--- src/hw/icache_pkg.sv ---
`default_nettype none

package icache_pkg;

	// byte address and instruction word
	localparam int ADDR_WIDTH = 32;
	localparam int WORD_WIDTH = 32;
	// word offset in a line, 16 words per line
	localparam int OFFSET_WIDTH = 4;

	typedef logic [ADDR_WIDTH-1:0] addr_t;
	typedef logic [WORD_WIDTH-1:0] word_t;
	typedef logic [OFFSET_WIDTH-1:0] offset_t;

	// lookup, bus request, address, burst data, settle
	typedef enum logic [2:0] {
		IDLE,
		BUS_WAIT,
		ADDR_SEND,
		DATA_RECV,
		DELAY
	} ctrl_state_t;

	// one refill beat into the stores
	typedef struct packed {
		logic    we;
		logic    way;
		offset_t offset;
		word_t   data;
		// beat that completes the line
		logic    last;
	} refill_wr_t;

endpackage

`default_nettype wire

--- src/hw/icache_refill.sv ---
`timescale 1ns/10ps
`default_nettype none

module icache_refill
	import icache_pkg::*;
#(
	parameter int INDEX_WIDTH = 4
)
(
	input  wire logic  clk,
	input  wire logic  rst_n,
	input  wire logic  refill_start,
	input  wire logic  addr_phase,
	input  wire logic  data_phase,
	input  wire logic  rvalid,
	input  wire logic  victim_way,
	input  wire addr_t cpu_addr,
	input  wire word_t rdata,
	output addr_t      araddr,
	output refill_wr_t fill
);

	localparam int TAG_WIDTH = ADDR_WIDTH - INDEX_WIDTH - OFFSET_WIDTH - 2;

	typedef logic [TAG_WIDTH-1:0] tag_t;
	typedef logic [INDEX_WIDTH-1:0] index_t;

	tag_t    tag_q;
	index_t  index_q;
	logic    way_q;
	offset_t beat;
	logic    beat_ok;

	// miss line and victim held for the whole burst
	always_ff @(posedge clk)
	begin
		if (refill_start)
		begin
			tag_q <= cpu_addr[ADDR_WIDTH-1 -: TAG_WIDTH];
			index_q <= cpu_addr[OFFSET_WIDTH+2 +: INDEX_WIDTH];
			way_q <= victim_way;
		end
	end

	// rready is up all through the data phase
	assign beat_ok = data_phase && rvalid;

	// counter restarts with every miss, stalls while rvalid is low
	always_ff @(posedge clk)
	begin
		if (!rst_n)
			beat <= '0;
		else if (refill_start)
			beat <= '0;
		else if (beat_ok)
			beat <= beat + 1'b1;
	end

	// line aligned, burst starts at word 0
	assign araddr = addr_phase ? {tag_q, index_q, {(OFFSET_WIDTH + 2){1'b0}}} : '0;

	always_comb
	begin
		fill.we = beat_ok;
		fill.way = way_q;
		fill.offset = beat;
		fill.data = rdata;
		fill.last = (beat == '1);
	end

endmodule

`default_nettype wire

--- config.mk ---
export PLATFORM = sky130hd
export DESIGN_NAME = icache_refill
export DESIGN_NICKNAME = d
export VERILOG_FILES = /design/src/hw/icache_pkg.sv /design/src/hw/icache_refill.sv
export SDC_FILE = /design/constraint.sdc
export NUM_CORES = 1
export LEC_CHECK = 0
export BUFFER_PORTS_ARGS = -buffer_cell sky130_fd_sc_hd__buf_2
export CAP_MARGIN = 0
export CORE_MARGIN = 8
export CORE_UTILIZATION = 36
export CTS_CLUSTER_DIAMETER = 50
export DETAILED_ROUTE_END_ITERATION = 10
export PLACE_DENSITY = 0.78
export SLEW_MARGIN = 20
export SYNTH_ARGS = -nofsm -noshare
export SYNTH_HDL_FRONTEND = slang
export SYNTH_SLANG_ARGS = --single-unit
--- constraint.sdc ---
create_clock -name clk -period 1.45 [get_ports clk]
set_clock_uncertainty 0.15 [all_clocks]
set_input_delay 0.0725 -clock clk [delete_from_list [all_inputs] [get_ports clk]]
set_output_delay 0.0725 -clock clk [all_outputs]
set_load 0.02 [all_outputs]
==> flow_summary.toml <==
[cells_and_area]
multi_input_area_um2 = 282
diodes = 0
regArea_um2 = 893
fillers = 330
fin_util = 0.576
drive_above_1_share = 0.347
finalNetCount = 287
final_area_um2 = 2290
finalNonFillerCells = 266
area_growth_pct = 56.2

[power]
p_int_uw = 1580
sw_frac_of_total = 0.254
vdd_drop_max_uv = 533
p_leak_uw = 0.00103
combPwrFrac = 0.213
p_clk_frac = 0.291
power_frac_seq = 0.496
p_sw_uw = 538
power.density_nw_per_um2 = 926

[detailed_routing]
totalWireLength_mm = 4.37
drtPass1Iterations = 3
ant_nets = 0
vias = 1140
viasPerCell = 4.29
wl_per_cell_um = 16.4
drt_iter0_markers = 29
route.detailed.drc = 0

[global_route]
grt_overflow = 0
grt_pass1_wl_mm = 6.36
grt_max_degree = 27
groute.usage.overall = 0.131
grt_pass1_vias = 1225
antenna_found_initial = 0

[die]
num_rows = 23
die_h_um = 79.8
dieArea_um2 = 6370
io_pins = 142
core_area_um2 = 3970
start_util = 0.369
die_x_um = 79.8

[worst_setup_path]
crit_chain = "ha_1 > and3_1 > buf_2"
critPathMaxStageDelay_ps = 340
worst_r2r_endpoint = "beat[3]"
crit_start = "beat[0]"
cp_data_required_time_ps = 1230
criticalPathCategory = "reg2out"
cp_max_fo = 4
worst_ep_arrival_time_ps = 1180
cp-start-kind = "flip-flop"
r2r_slack_ps = 280
crit_end = "fill[0]"
r2r-start = "beat[2]"
r2r_cells = 3
cp_slowest_cell = "dfxtp_2"
worstSetupEndpointType = "primary output"

[clock_network]
htreeDepth = 2
cts_sinks = 31
cts_setup_buffers = 0
clock_latency_ps = 270
cts_buffer_depth = 2
cts_tree = "yes"
cts_buffers = 5
clk_pin_slew_ps = 60
cts-root-buf = "clkbuf_8"

[yosys]
synthArstFlopShare = 0
ys_types = 18
yosysSeqAreaShare = 0.608
synth.top_cell.area_share = 0.553
avgSynthCellArea_um2 = 12.5
synthCells = 117
yosysWarningCount = 0
synth_area_um2 = 1470
yosys-top-cells-area = "edfxtp_1 (55%), buf_4 (20%), and2_1 (11%)"
synth_edf_count = 27
synthTopCellsByCount = "buf_4 (40), edfxtp_1 (27), and2_1 (26)"
ys_ff_latch = 31
synthFlopType = "edfxtp_1"
synth_top_area_cell = "edfxtp_1"
synth_most_common_cell = "buf_4"

[sta]
max_freq_mhz = 713
period_minus_slack_ps = 1400
rsz0062_at_grt = "false"
holdWs_ps = 60.3
period_share = 0.968
slew_violations = 0
setup_tns_ps = 0
setup_viol = 0
hold_viol = 0

[placement]
place_congestion = 0.675
portBuffers = 65
postPlaceCellArea_um2 = 1580
hpwl_mm = 2.86
dp.cells = 196

[status]
status = "complete, no violations"

[run]
maxCapViolCount = 0

[min_path]
holdCritPathClass = "in2reg"
cell families after synthesis:
family | share of synthesized area
AOI/OAI and AO/OA | 0.0102
xor gates and xnor gates | 0.0120
adders and majority gates | 0.00854
buffers and inverters | 0.213
DFF | 0.608
other | 0.00256
and+or+nand+nor | 0.146
what timing repair did:
| action | 4_1_cts | 5_1_grt |
|---|---|---|
| endpoints found under the setup margin | 0 | 1 |
| hold buffers | 62 | 0 |
| resized for setup | 0 | 2 |
| hold endpoints to repair | 63 | 0 |
flip-flops by register name, indices dropped and copies added (netlist names):
| name | count |
|---|---|
| index_q | 4 |
| tag_q | 22 |
| beat | 4 |
| way_q | 1 |
how the worst min path moves through the flow:
| stage | depth (start not counted) | to | from |
|---|---|---|---|
| 2_1_floorplan | 0 | index_q[0] | cpu_addr[6] |
| 3_3_place_gp | 0 | fill[14] | rdata[13] |
| 3_5_place_dp | 0 | fill[14] | rdata[13] |
| 4_1_cts | 1 | tag_q[13] | refill_start |
| 5_1_grt | 1 | tag_q[13] | refill_start |
| 6_report | 1 | tag_q[13] | refill_start |
cell type report:
cell class / count / share of cell area
multi-input combinational: 48 / 0.123
tap: 50 / 0.0273
sequential: 31 / 0.390
inverter: 1 / 0.00164
clock buffer: 7 / 0.0334
timing repair buffer: 128 / 0.422
clock inverter: 1 / 0.00219
power by group through the flow:
stage               Sequential, uW  Clock, uW  Combinational, uW
floorplan                     1070          0                272
global placement              1070          0                247
detailed placement            1070          0                251
CTS                           1050        649                455
global route                  1060        689                482
finish                        1050        616                452
layer usage:
metal / share of wire / routed length (um) / GRT usage / vias up
li1: - / - / - / 533
met1: 0.29 / 1250 / 0.101 / 512
met2: 0.56 / 2450 / 0.258 / 88
met3: 0.14 / 620 / 0.0721 / 7
met4: 0.011 / 46 / 0.0545 / 0
met5: 0 / 0 / 0 / -
critical path: cells and delay by family (launching register included):
kind                       cells  cell delay (ps)
buffers and inverters          1              160
adders and majority gates      1              220
and+or+nand+nor                1              190
DFF                            1              340
layout by cell type (no fill, tap or decap), types with 2 or more instances in the layout:
| cell type | Yosys | layout |
|---|---|---|
| dfxtp_1 | 4 | 2 |
| dfxtp_2 | 0 | 2 |
| buf_2 | 0 | 65 |
| nand3_1 | 3 | 3 |
| clkbuf_1 | 2 | 2 |
| edfxtp_1 | 27 | 27 |
| and2_1 | 26 | 26 |
| dlygate4sd3_1 | 0 | 62 |
| a21oi_1 | 2 | 2 |
| conb_1 | 1 | 6 |
| xor2_1 | 2 | 2 |
| nor2_1 | 2 | 2 |
| clkbuf_8 | 0 | 5 |
metrics by stage:
step	total power [uW]	setup WS, ps
after floorplan	1340	224
after global placement	1320	342
after detailed placement	1320	291
after CTS	2160	29.1
after global routing	2230	8.59
final	2120	46.6
No activity file was read; power rests on OpenSTA's default activity.
