--- src/hw/icache_pkg.sv ---
`default_nettype none

package icache_pkg;

	// byte address and instruction word
	localparam int ADDR_WIDTH = 32;
	localparam int WORD_WIDTH = 32;
	// word offset in a line, 16 words per line
	localparam int OFFSET_WIDTH = 4;

	typedef logic [ADDR_WIDTH-1:0] addr_t;
	typedef logic [WORD_WIDTH-1:0] word_t;
	typedef logic [OFFSET_WIDTH-1:0] offset_t;

	// lookup, bus request, address, burst data, settle
	typedef enum logic [2:0] {
		IDLE,
		BUS_WAIT,
		ADDR_SEND,
		DATA_RECV,
		DELAY
	} ctrl_state_t;

	// one refill beat into the stores
	typedef struct packed {
		logic    we;
		logic    way;
		offset_t offset;
		word_t   data;
		// beat that completes the line
		logic    last;
	} refill_wr_t;

endpackage

`default_nettype wire

--- src/hw/icache_ctrl.sv ---
`timescale 1ns/10ps
`default_nettype none

module icache_ctrl
	import icache_pkg::*;
(
	input  wire logic       clk,
	input  wire logic       rst_n,
	input  wire logic       cpu_re,
	input  wire logic       hit,
	input  wire logic       grnt,
	input  wire logic       arready,
	input  wire logic       rvalid,
	input  wire refill_wr_t fill,
	output logic            cpu_stall,
	output logic            req,
	output logic            arvalid,
	output logic            rready,
	output logic            refill_start,
	output logic            addr_phase,
	output logic            data_phase,
	output logic            lookup_done
);

	ctrl_state_t state;
	logic        idle;

	assign idle = (state == IDLE);

	// only idle can accept a lookup
	assign cpu_stall = !(idle && (!cpu_re || hit));
	assign lookup_done = idle && cpu_re && hit;
	// miss seen in idle, refill unit latches the line address
	assign refill_start = idle && cpu_re && !hit;

	assign addr_phase = (state == ADDR_SEND);
	assign data_phase = (state == DATA_RECV);

	always_ff @(posedge clk)
	begin
		if (!rst_n)
		begin
			state <= IDLE;
			req <= 1'b0;
			arvalid <= 1'b0;
			rready <= 1'b0;
		end
		else
		begin
			case (state)
				IDLE:
				begin
					// req stays up for the whole refill
					if (refill_start)
					begin
						state <= BUS_WAIT;
						req <= 1'b1;
					end
				end
				BUS_WAIT:
				begin
					if (grnt)
					begin
						state <= ADDR_SEND;
						arvalid <= 1'b1;
					end
				end
				ADDR_SEND:
				begin
					// arvalid held until the slave takes the address
					if (arready)
					begin
						state <= DATA_RECV;
						arvalid <= 1'b0;
						rready <= 1'b1;
					end
				end
				DATA_RECV:
				begin
					// beat counter in the refill unit flags the end
					if (rvalid && fill.last)
					begin
						state <= DELAY;
						rready <= 1'b0;
						req <= 1'b0;
					end
				end
				DELAY:
				begin
					// tag write settles, lookup retried in idle
					state <= IDLE;
				end
				default:
				begin
					state <= IDLE;
				end
			endcase
		end
	end

endmodule

`default_nettype wire

--- config.mk ---
export PLATFORM = sky130hd
export DESIGN_NAME = icache_ctrl
export DESIGN_NICKNAME = d
export VERILOG_FILES = /design/src/hw/icache_pkg.sv /design/src/hw/icache_ctrl.sv
export SDC_FILE = /design/constraint.sdc
export NUM_CORES = 1
export LEC_CHECK = 0
export BUFFER_PORTS_ARGS = -buffer_cell sky130_fd_sc_hd__clkbuf_2
export CORE_MARGIN = 2
export CORE_UTILIZATION = 25
export DETAILED_ROUTE_END_ITERATION = 8
export PLACE_DENSITY = 0.72
export SYNTH_ARGS = -nofsm -noshare
export SYNTH_HDL_FRONTEND = slang
export SYNTH_SLANG_ARGS = --single-unit
--- constraint.sdc ---
create_clock -name clk -period 1.2 [get_ports clk]
set_input_delay 0.06 -clock clk [delete_from_list [all_inputs] [get_ports clk]]
set_output_delay 0.06 -clock clk [all_outputs]
set_load 0.005 [all_outputs]
==> summary.md <==
| Metric | Value |
|---|---|
| Placeable Area | `0.00133 mm^2` |
| IO Port Bufs | `15` |
| Via density | `4.96` |
| Post-Layout Cell Count | `81` |
| Post-Synthesis Cells | `42` |
| Slew Viols, Final | `0` |
| Net Sw Frac | `0.308` |
| Num CTS Buffers | `3` |
| Total clock sinks | `6` |
| Placed Cells | `74` |
| Tightest Pin Transition | `251 ps` |
| Worst IR Drop VDD | `0.000635 V` |
| Netlist Area Pre-Place | `368 um^2` |
| Initial antenna violation count | `0` |
| Leak | `0.290 nW` |
| Largest net degree at the start of global routing | `8` |
| Clk Latency, worst-skew pair | `250 ps` |
| FF+latch count, synth | `6` |
| Vias in the first global route | `382` |
| Max clock buf depth | `2` |
| Comb power frac | `0.451` |
| CP Class | `flop to output port` |
| Clock skew | `3.34 ps` |
| Initial Utilization | `0.276` |
| Number of core rows | `13` |
| Max Cap Viol | `0` |
| DRT Wirelength | `950 um` |
| CTS tree | `done` |
| Ratio of cells with drive above 1 in the final layout | `0.591` |
| Met3 wire length | `67 um` |
| GP Congestion | `0.801` |
| Final antenna-violating net count | `0` |
| DRT Pass-1 Iters | `3` |
| Clock root cell | `clkbuf_4` |
| CP max stage cell | `dfxtp_2` |
| Antenna fix cells | `0` |
| CP delay by family, top | `simple AND/OR/NAND/NOR gates` |
| Crit path buf inv count | `2` |
| Design Area, Final | `583 um^2` |
| Net Sw Power | `0.253 mW` |
| Critical path capture point type | `output port` |
| EDFF count, synth | `0` |
| Max-slew headroom | `0.832` |
| WL/cell | `11.7 um` |
| Final setup vio count | `6` |
| Cell-internal power | `0.569 mW` |
| Portion of total power attributed to the clock network | `0.237` |
| Status | `finished, violations left` |
| Layout area overhead | `58.5%` |
| Dpl hpwl | `684 um` |
| Synth warn | `0` |
| Post-Syn Nets | `88` |
| Final period utilization | `1.11` |
| Met2 Wirelength | `434 um` |
| Die Area | `0.00179 mm^2` |
| Most frequent cells in the layout | `clkbuf_2 (13), buf_4 (5), nor2_1 (4), dfxtp_1 (4)` |
| Io pins | `54` |
| CP Cell Sequence | `buf_12 -> or2_4 -> nor4_4 -> buf_2` |
| Flop pwr share | `0.312` |
| RSZ-0062 raised after global routing | `yes` |
| First-pass GRT wire length | `1.46 mm` |
| Yosys cell types | `25` |
| Most common cell after layout, fill and taps aside | `clkbuf_2` |
| Hold buffers post-CTS | `0` |
| Final Hold Vio Count | `0` |
| Top FF cell, synth | `dfxtp_1` |
| Remaining Overflow, GRT | `0` |
| CP arrival | `1270 ps` |
| Mapped Avg Cell Area | `8.76 um^2` |
| HP Class | `input pin to flop` |
| DR top layer | `met4` |
| Min Clock Period, post-route | `1330 ps` |
| Critical Path Fanout Max | `4` |
| Metal-1 WL | `414 um` |
| Die width | `42.4 um` |
| # DRC | `0` |
| Async set-reset flop share out of synthesis | `0` |
| Final worst setup slack | `-134 ps` |
| Sequential area share after synthesis | `0.327` |
| Die height | `42.4 um` |
| Via count | `402` |
| Startpoint Class | `flop` |
| Nets | `114` |
| First DRT Iteration DRCs | `3` |
| Failing checks | `negative setup slack` |
| CTS clk-pin slew, worst paths | `50 ps` |
| Fmax | `0.750 GHz` |
| Power per cell area | `1410 mW/mm^2` |
| H-tree Lvls | `1` |
| GR Util All Layers | `0.113` |
| Post-DP Area | `488 um^2` |
| Worst Path Required | `1140 ps` |
| Worst stage delay on the critical path | `330 ps` |
## power groups by stage
| stage | Sequential [mW] | Clock (mW) | Combinational [mW] |
|---|---|---|---|
| global route | 0.260 | 0.208 | 0.405 |
| detailed placement | 0.256 | 0 | 0.271 |
| floorplan | 0.247 | 0 | 0.156 |
| finish | 0.256 | 0.195 | 0.371 |
| global placement | 0.255 | 0 | 0.268 |
| CTS | 0.255 | 0.200 | 0.363 |
## path summary, 6_finish.rpt
path | from | endpoint | slack [ps] | cells past startpoint
max | state[0] | refill_start | -130 | 4
min reg2reg | rready | rready | 500 | 2
min | arready | arvalid | 10 | 2
max reg2reg | state[0] | state[2] | -120 | 5
## stage by stage
stage               hold slack [ps]  worst slack [ps]  TNS (ps)  utilization  power (mW)
finish                         13.5              -134      -565        0.437       0.822
global route                   22.0              -204      -939        0.437       0.873
CTS                            6.03              -154      -598        0.433       0.818
detailed placement              270             -48.5      -111        0.366       0.527
global placement                275             -32.5     -70.1        0.366       0.523
floorplan                       145              8.07         0            -       0.403
## worst register-to-register path, stage by stage (launching register included)
cell and delay (ps):
dfxtp_2 330, buf_12 120, buf_4 130, a211o_4 310
o32a_1 180, and3_1 150
## timing repair
item                       in CTS  in global routing
gates cloned                    0                  0
setup endpoints to repair       7                  7
pin swaps                       3                  1
gates resized for setup        12                  3
setup buffers                   4                  0
## cell families after synthesis
logic type | count (synthesis) | share of synthesized area
flip-flops | 6 | 0.327
AO/OA/AOI/OAI | 11 | 0.225
AND/OR/NAND/NOR | 19 | 0.347
multiplexers | 1 | 0.0272
buffers and inverters | 5 | 0.0748
## synthesized netlist by cell type, types with 2 or more instances
master | n | share of area
and3_1 | 3 | 0.051
dfxtp_1 | 6 | 0.33
inv_1 | 3 | 0.031
nand2_1 | 3 | 0.031
nor2_1 | 6 | 0.061
o21ai_0 | 2 | 0.027
## cell type report
type	count	area, um^2
Clock buffer	3	22.5
Fill cell	145	751
Inverter	3	11.3
Multi-Input combinational cell	31	253
Sequential cell	6	123
Tap cell	15	18.8
Timing Repair Buffer	23	155
## flip-flops by register name (all words and copies together), names as in the netlist
register / count
arvalid: 1
req: 1
rready: 1
state: 3
## per-layer routing
layer / up-vias / global-route usage
li1: 200 / -
met2: 14 / 0.163
met1: 184 / 0.123
met5: - / 0
met3: 4 / 0.0302
met4: 0 / 0.125
No activity file was read; power rests on OpenSTA's default activity.
