$ cat src/hw/icache_pkg.sv
`default_nettype none

package icache_pkg;

	// byte address and instruction word
	localparam int ADDR_WIDTH = 32;
	localparam int WORD_WIDTH = 32;
	// word offset in a line, 16 words per line
	localparam int OFFSET_WIDTH = 4;

	typedef logic [ADDR_WIDTH-1:0] addr_t;
	typedef logic [WORD_WIDTH-1:0] word_t;
	typedef logic [OFFSET_WIDTH-1:0] offset_t;

	// lookup, bus request, address, burst data, settle
	typedef enum logic [2:0] {
		IDLE,
		BUS_WAIT,
		ADDR_SEND,
		DATA_RECV,
		DELAY
	} ctrl_state_t;

	// one refill beat into the stores
	typedef struct packed {
		logic    we;
		logic    way;
		offset_t offset;
		word_t   data;
		// beat that completes the line
		logic    last;
	} refill_wr_t;

endpackage

`default_nettype wire

$ cat src/hw/icache_tag_store.sv
`timescale 1ns/10ps
`default_nettype none

module icache_tag_store
	import icache_pkg::*;
#(
	parameter int INDEX_WIDTH = 4
)
(
	input  wire logic       clk,
	input  wire logic       rst_n,
	input  wire logic       lookup_done,
	input  wire addr_t      cpu_addr,
	input  wire refill_wr_t fill,
	output logic            hit,
	output logic            hit_way,
	output logic            victim_way
);

	localparam int TAG_WIDTH = ADDR_WIDTH - INDEX_WIDTH - OFFSET_WIDTH - 2;
	localparam int SETS = 2 ** INDEX_WIDTH;

	typedef logic [TAG_WIDTH-1:0] tag_t;
	typedef logic [INDEX_WIDTH-1:0] index_t;

	tag_t            tag_mem [2][SETS];
	logic [SETS-1:0] valid [2];
	// per set, points at the less recently used way
	logic [SETS-1:0] lru;
	tag_t            addr_tag;
	index_t          index;
	logic [1:0]      way_hit;
	logic            fill_done;

	// tag | index | word offset | byte offset
	assign addr_tag = cpu_addr[ADDR_WIDTH-1 -: TAG_WIDTH];
	assign index = cpu_addr[OFFSET_WIDTH+2 +: INDEX_WIDTH];

	// both ways compared in parallel
	for (genvar w = 0; w < 2; w++)
	begin : g_cmp
		assign way_hit[w] = valid[w][index] && (tag_mem[w][index] == addr_tag);
	end

	assign hit = |way_hit;
	// way 1 wins the encode, never both after a clean refill
	assign hit_way = way_hit[1];
	assign victim_way = lru[index];

	assign fill_done = fill.we && fill.last;

	// tag written together with the last beat
	always_ff @(posedge clk)
	begin
		if (fill_done)
			tag_mem[fill.way][index] <= addr_tag;
	end

	always_ff @(posedge clk)
	begin
		if (!rst_n)
		begin
			valid[0] <= '0;
			valid[1] <= '0;
			lru <= '0;
		end
		else if (fill_done)
		begin
			valid[fill.way][index] <= 1'b1;
			// freshly filled way becomes the recent one
			lru[index] <= ~fill.way;
		end
		else if (lookup_done)
		begin
			lru[index] <= ~hit_way;
		end
	end

endmodule

`default_nettype wire

$ cat config.mk
export PLATFORM = sky130hd
export DESIGN_NAME = icache_tag_store
export DESIGN_NICKNAME = d
export VERILOG_FILES = /design/src/hw/icache_pkg.sv /design/src/hw/icache_tag_store.sv
export SDC_FILE = /design/constraint.sdc
export NUM_CORES = 1
export LEC_CHECK = 0
export ABC_AREA = 1
export BUFFER_PORTS_ARGS = -buffer_cell sky130_fd_sc_hd__buf_2
export CORE_MARGIN = 3
export CORE_UTILIZATION = 44
export DETAILED_ROUTE_END_ITERATION = 12
export SETUP_SLACK_MARGIN = 0.1
export SLEW_MARGIN = 20
export SYNTH_ARGS = -nofsm -noshare
export SYNTH_HDL_FRONTEND = slang
export SYNTH_SLANG_ARGS = --single-unit
$ cat constraint.sdc
create_clock -name clk -period 4 [get_ports clk]
set_input_delay 0.4 -clock clk [delete_from_list [all_inputs] [get_ports clk]]
set_output_delay 0.4 -clock clk [all_outputs]
set_load 0.01 [all_outputs]
==> reports/results.tsv <==
stage	metric	value	unit
worst_setup_path	Worst Path Arrival	3.24	ns
worst_setup_path	startpoint types	input port	
finish	synthesis-to-layout area growth	14.11	%
pwr	Net Switching	3.680	mW
clock_network	CTS Root Cell	clkbuf_16	
sta	Least-Margin Pin Slew	0.8214	ns
worst_setup_path	critical path class	in -> out	
finish	multi-input logic area	7706	µm²
floorplanning	io pins	77	
clock_network	# Post-CTS Setup Buffers	0	
finish	fill count	5836	
routing	1st-iter DRT viols	2077	
floorplanning	Die ar.	72440	µm²
routing	DRC Markers	0	
worst_setup_path	R2R Path Start	tag_mem[1][210]$_DFFE_PP_	
routing	Vias/cell	5.338	
worst_setup_path	reg-to-reg critical path endpoint	lru[0]$_SDFFE_PN0P_	
clock_network	CTS Buf Count	78	
floorplanning	Core ar.	67870	µm²
pwr	Logic pwr share	0.059	
finish	ant diodes	0	
sta	Setup Skew	0.01399	ns
placed_design	dpl cells	3605	
routing	Detail Route Antenna Nets	0	
floorplanning	Die Width	269.2	µm
routing	via count	20010	
finish	# nets final	2838	
sta	Max Clk Rate	275.1	MHz
placed_design	Placed Area	32300	µm²
global_route	vias in the first global route	19530	
synth	count of cell types in the netlist	25	
routing	Pre-antenna DRT Iters	6	
clock_network	Clock Latency Late Sink	0.62	ns
floorplanning	initial core utilization	0.4489	
worst_setup_path	CP startpoint	cpu_addr[9]	
sta	final setup violation count	0	
sta	Slew headroom	0.4518	
pwr	cell leakage power	13.28	nW
pwr	Pwr per Cell Area	479.9	nW/µm²
clock_network	# H-tree levels	3	
global_route	largest net degree at the start of global routing	76	
worst_setup_path	CP required	3.60	ns
placed_design	Buffers on Ports	34	
synth	warnings from Yosys	0	
finish	Reg area	22100	µm²
finish	Util after Layout	0.5123	
global_route	initial antenna violation count	4	
floorplanning	die height	269.2	µm
synth	sequential fraction of the synthesis area	0.7253	
clock_network	TritonCTS Sinks	752	
placed_design	Final HPWL DP	45700	µm
worst_setup_path	crit path to	hit	
pwr	Clock Power Share	0.421	
placed_design	routability cong.	0.8115	
worst_hold_path	Tightest Hold Check Type	in -> reg	
sta	Fin. Hold Viols	0	
global_route	gr usage total	0.2226	
global_route	GRT overflow	0	
worst_setup_path	Crit Path Max Fanout	26	
finish	final instance area	34770	µm²
job	total of max-cap violations	0	
pwr	part of the power in registers	0.519	
clock_network	# resized after CTS	0	
routing	DR WL/cell	21.82	µm
routing	drt total wl	81790	µm
sta	fin crit period	3.635	ns
global_route	first-pass GRT wire length	121000	µm
clock_network	clock-pin slew on the worst setup and hold paths	0.06	ns
worst_setup_path	Critical Path Sink Type	output port	
sta	RSZ-0062 raised after global routing	false	
worst_setup_path	Reg2Reg Setup Slack	1.64	ns
pwr	Max VDD drop	0.3742	mV
synth	Mapped Cells	2680	
outcome	outcome	finished clean	
worst_setup_path	Reg2Reg Depth	15	
clock_network	clock tree buffer depth	3	
sta	setup TNS	0	ns
finish	layout cells sized above 1	0.1018	
synth	FF+latch count, synth	752	
sta	Final period util	0.9088	
synth	Synth Net Count	2754	
finish	Final Non-Filler Cells	3749	
clock_network	# hold bufs at CTS	0	
pwr	switching part of the total power	0.2205	
sta	Pins Over Slew Limit	0	
floorplanning	num rows	95	
synth	Avg Inst Size Synth	11.37	µm²
pwr	P_int	13.01	mW
synth	post-synthesis cell area	30470	µm²
clock_network	CTS tree	done	
[flip-flops by register name (all words and copies together) (netlist names)]
name     flops
lru         16
tag_mem    704
valid       32
[cell usage in the layout (no fill, tap or decap), types with 2 or more instances in the layout]
master / instances
o21a_1: 10
inv_2: 4
nor3_2: 32
a21oi_1: 23
bufinv_16: 5
nor3_1: 7
buf_4: 90
clkinv_2: 14
clkinv_1: 18
nor2_4: 5
edfxtp_1: 704
clkbuf_16: 81
inv_1: 60
o21bai_1: 8
xor2_1: 4
a22oi_1: 192
dfxtp_1: 48
buf_12: 12
inv_6: 4
clkbuf_1: 20
nand3_1: 37
inv_4: 2
buf_2: 33
nor2_1: 159
nand2_1: 1197
nand4_1: 6
o21ai_0: 45
clkbuf_8: 3
[synth_stat cells]
library cell  instances  area [µm²]
a22oi_1             192        1441
and2_1                1       6.260
nand3_1              37       185.2
buf_1                10       37.54
xor2_1                4       35.03
clkbuf_1             55       206.5
or4_1                 1       7.510
a21oi_1              23       115.1
clkinv_1              2       7.510
dfxtp_1              48       960.9
buf_6                 3       33.78
edfxtp_1            704       21140
nand2_1            1198        4497
o21a_1               10       75.07
nor3_1               39       195.2
buf_2                60       300.3
inv_2                 5       18.77
inv_1                61       229.0
nor2_1              161       604.3
buf_4                 3       22.52
nand4_1               6       37.54
nor2_2                3       18.77
o21bai_1              8       60.06
nand3_2               1       10.01
o21ai_0              45       225.2
[power by group through the flow]
stage,Combinational (mW),Clock [mW],Sequential [mW]
4_1_cts,0.989,7.15,8.67
3_3_place_gp,0.969,0,8.83
5_1_grt,1.09,7.48,8.67
2_1_floorplan,0.546,0,8.83
6_report,0.989,7.03,8.67
3_5_place_dp,0.984,0,8.83
[area by class of cell]
class | instances | share of cell area
multi-input cells | 1729 | 0.2216
repair buffers | 135 | 0.03109
flip-flops and latches | 752 | 0.6356
inverters | 68 | 0.007521
clock buffers | 104 | 0.06164
clock inverters | 40 | 0.009356
well taps | 921 | 0.03314
[cells by family after synthesis]
| group | after synthesis | synth area share |
|---|---|---|
| AO/OA/AOI/OAI | 278 | 0.06291 |
| XOR/XNOR | 4 | 0.001150 |
| buffers and inverters | 199 | 0.02809 |
| flip-flops | 752 | 0.7253 |
| AND/OR/NAND/NOR | 1447 | 0.1825 |
[metal layers]
metal / global-route usage / wire length [µm] / vias up
met5: 0 / 13 / -
met4: 0.07778 / 2450 / 2
met3: 0.03538 / 5728 / 143
met2: 0.3633 / 38720 / 708
met1: 0.3047 / 34880 / 9770
li1: - / - / 9388
[worst max-delay path, stage by stage]
cell and delay [ns]:
buf_2 0.14, inv_1 0.12, nand2_1 0.28, inv_2 0.67
buf_4 0.43, nand2_1 0.09, nand2_1 0.06, nor2_1 0.06
o21ai_0 0.36, nor2_1 0.08, nand2_1 0.09, nor2_1 0.05
nand3_1 0.08, nand2_1 0.11, buf_2 0.17
[stage by stage]
| stage | hold slack [ns] | worst slack [ns] | total power, mW |
|---|---|---|---|
| after floorplan | 0.4407 | 0.4635 | 9.379 |
| after global placement | 0.4465 | 0.3532 | 9.799 |
| after detailed placement | 0.4533 | 0.3238 | 9.816 |
| after CTS | 0.05262 | 0.2992 | 16.80 |
| after global routing | 0.06242 | 0.1954 | 17.24 |
| final | 0.08501 | 0.3650 | 16.69 |
[worst min path at each step]
stage / from / to / slack (ns) / cells past startpoint
2_1_floorplan: valid[1][0]$_DFF_P_ / valid[1][0]$_DFF_P_ / 0.44 / 2
3_3_place_gp: valid[0][14]$_DFF_P_ / valid[0][14]$_DFF_P_ / 0.45 / 1
3_5_place_dp: valid[1][14]$_DFF_P_ / valid[1][14]$_DFF_P_ / 0.45 / 1
4_1_cts: cpu_addr[18] / tag_mem[0][140]$_DFFE_PP_ / 0.05 / 1
5_1_grt: cpu_addr[18] / tag_mem[0][140]$_DFFE_PP_ / 0.06 / 1
6_report: cpu_addr[18] / tag_mem[0][140]$_DFFE_PP_ / 0.09 / 1
Power figures use the tool's default switching activity.
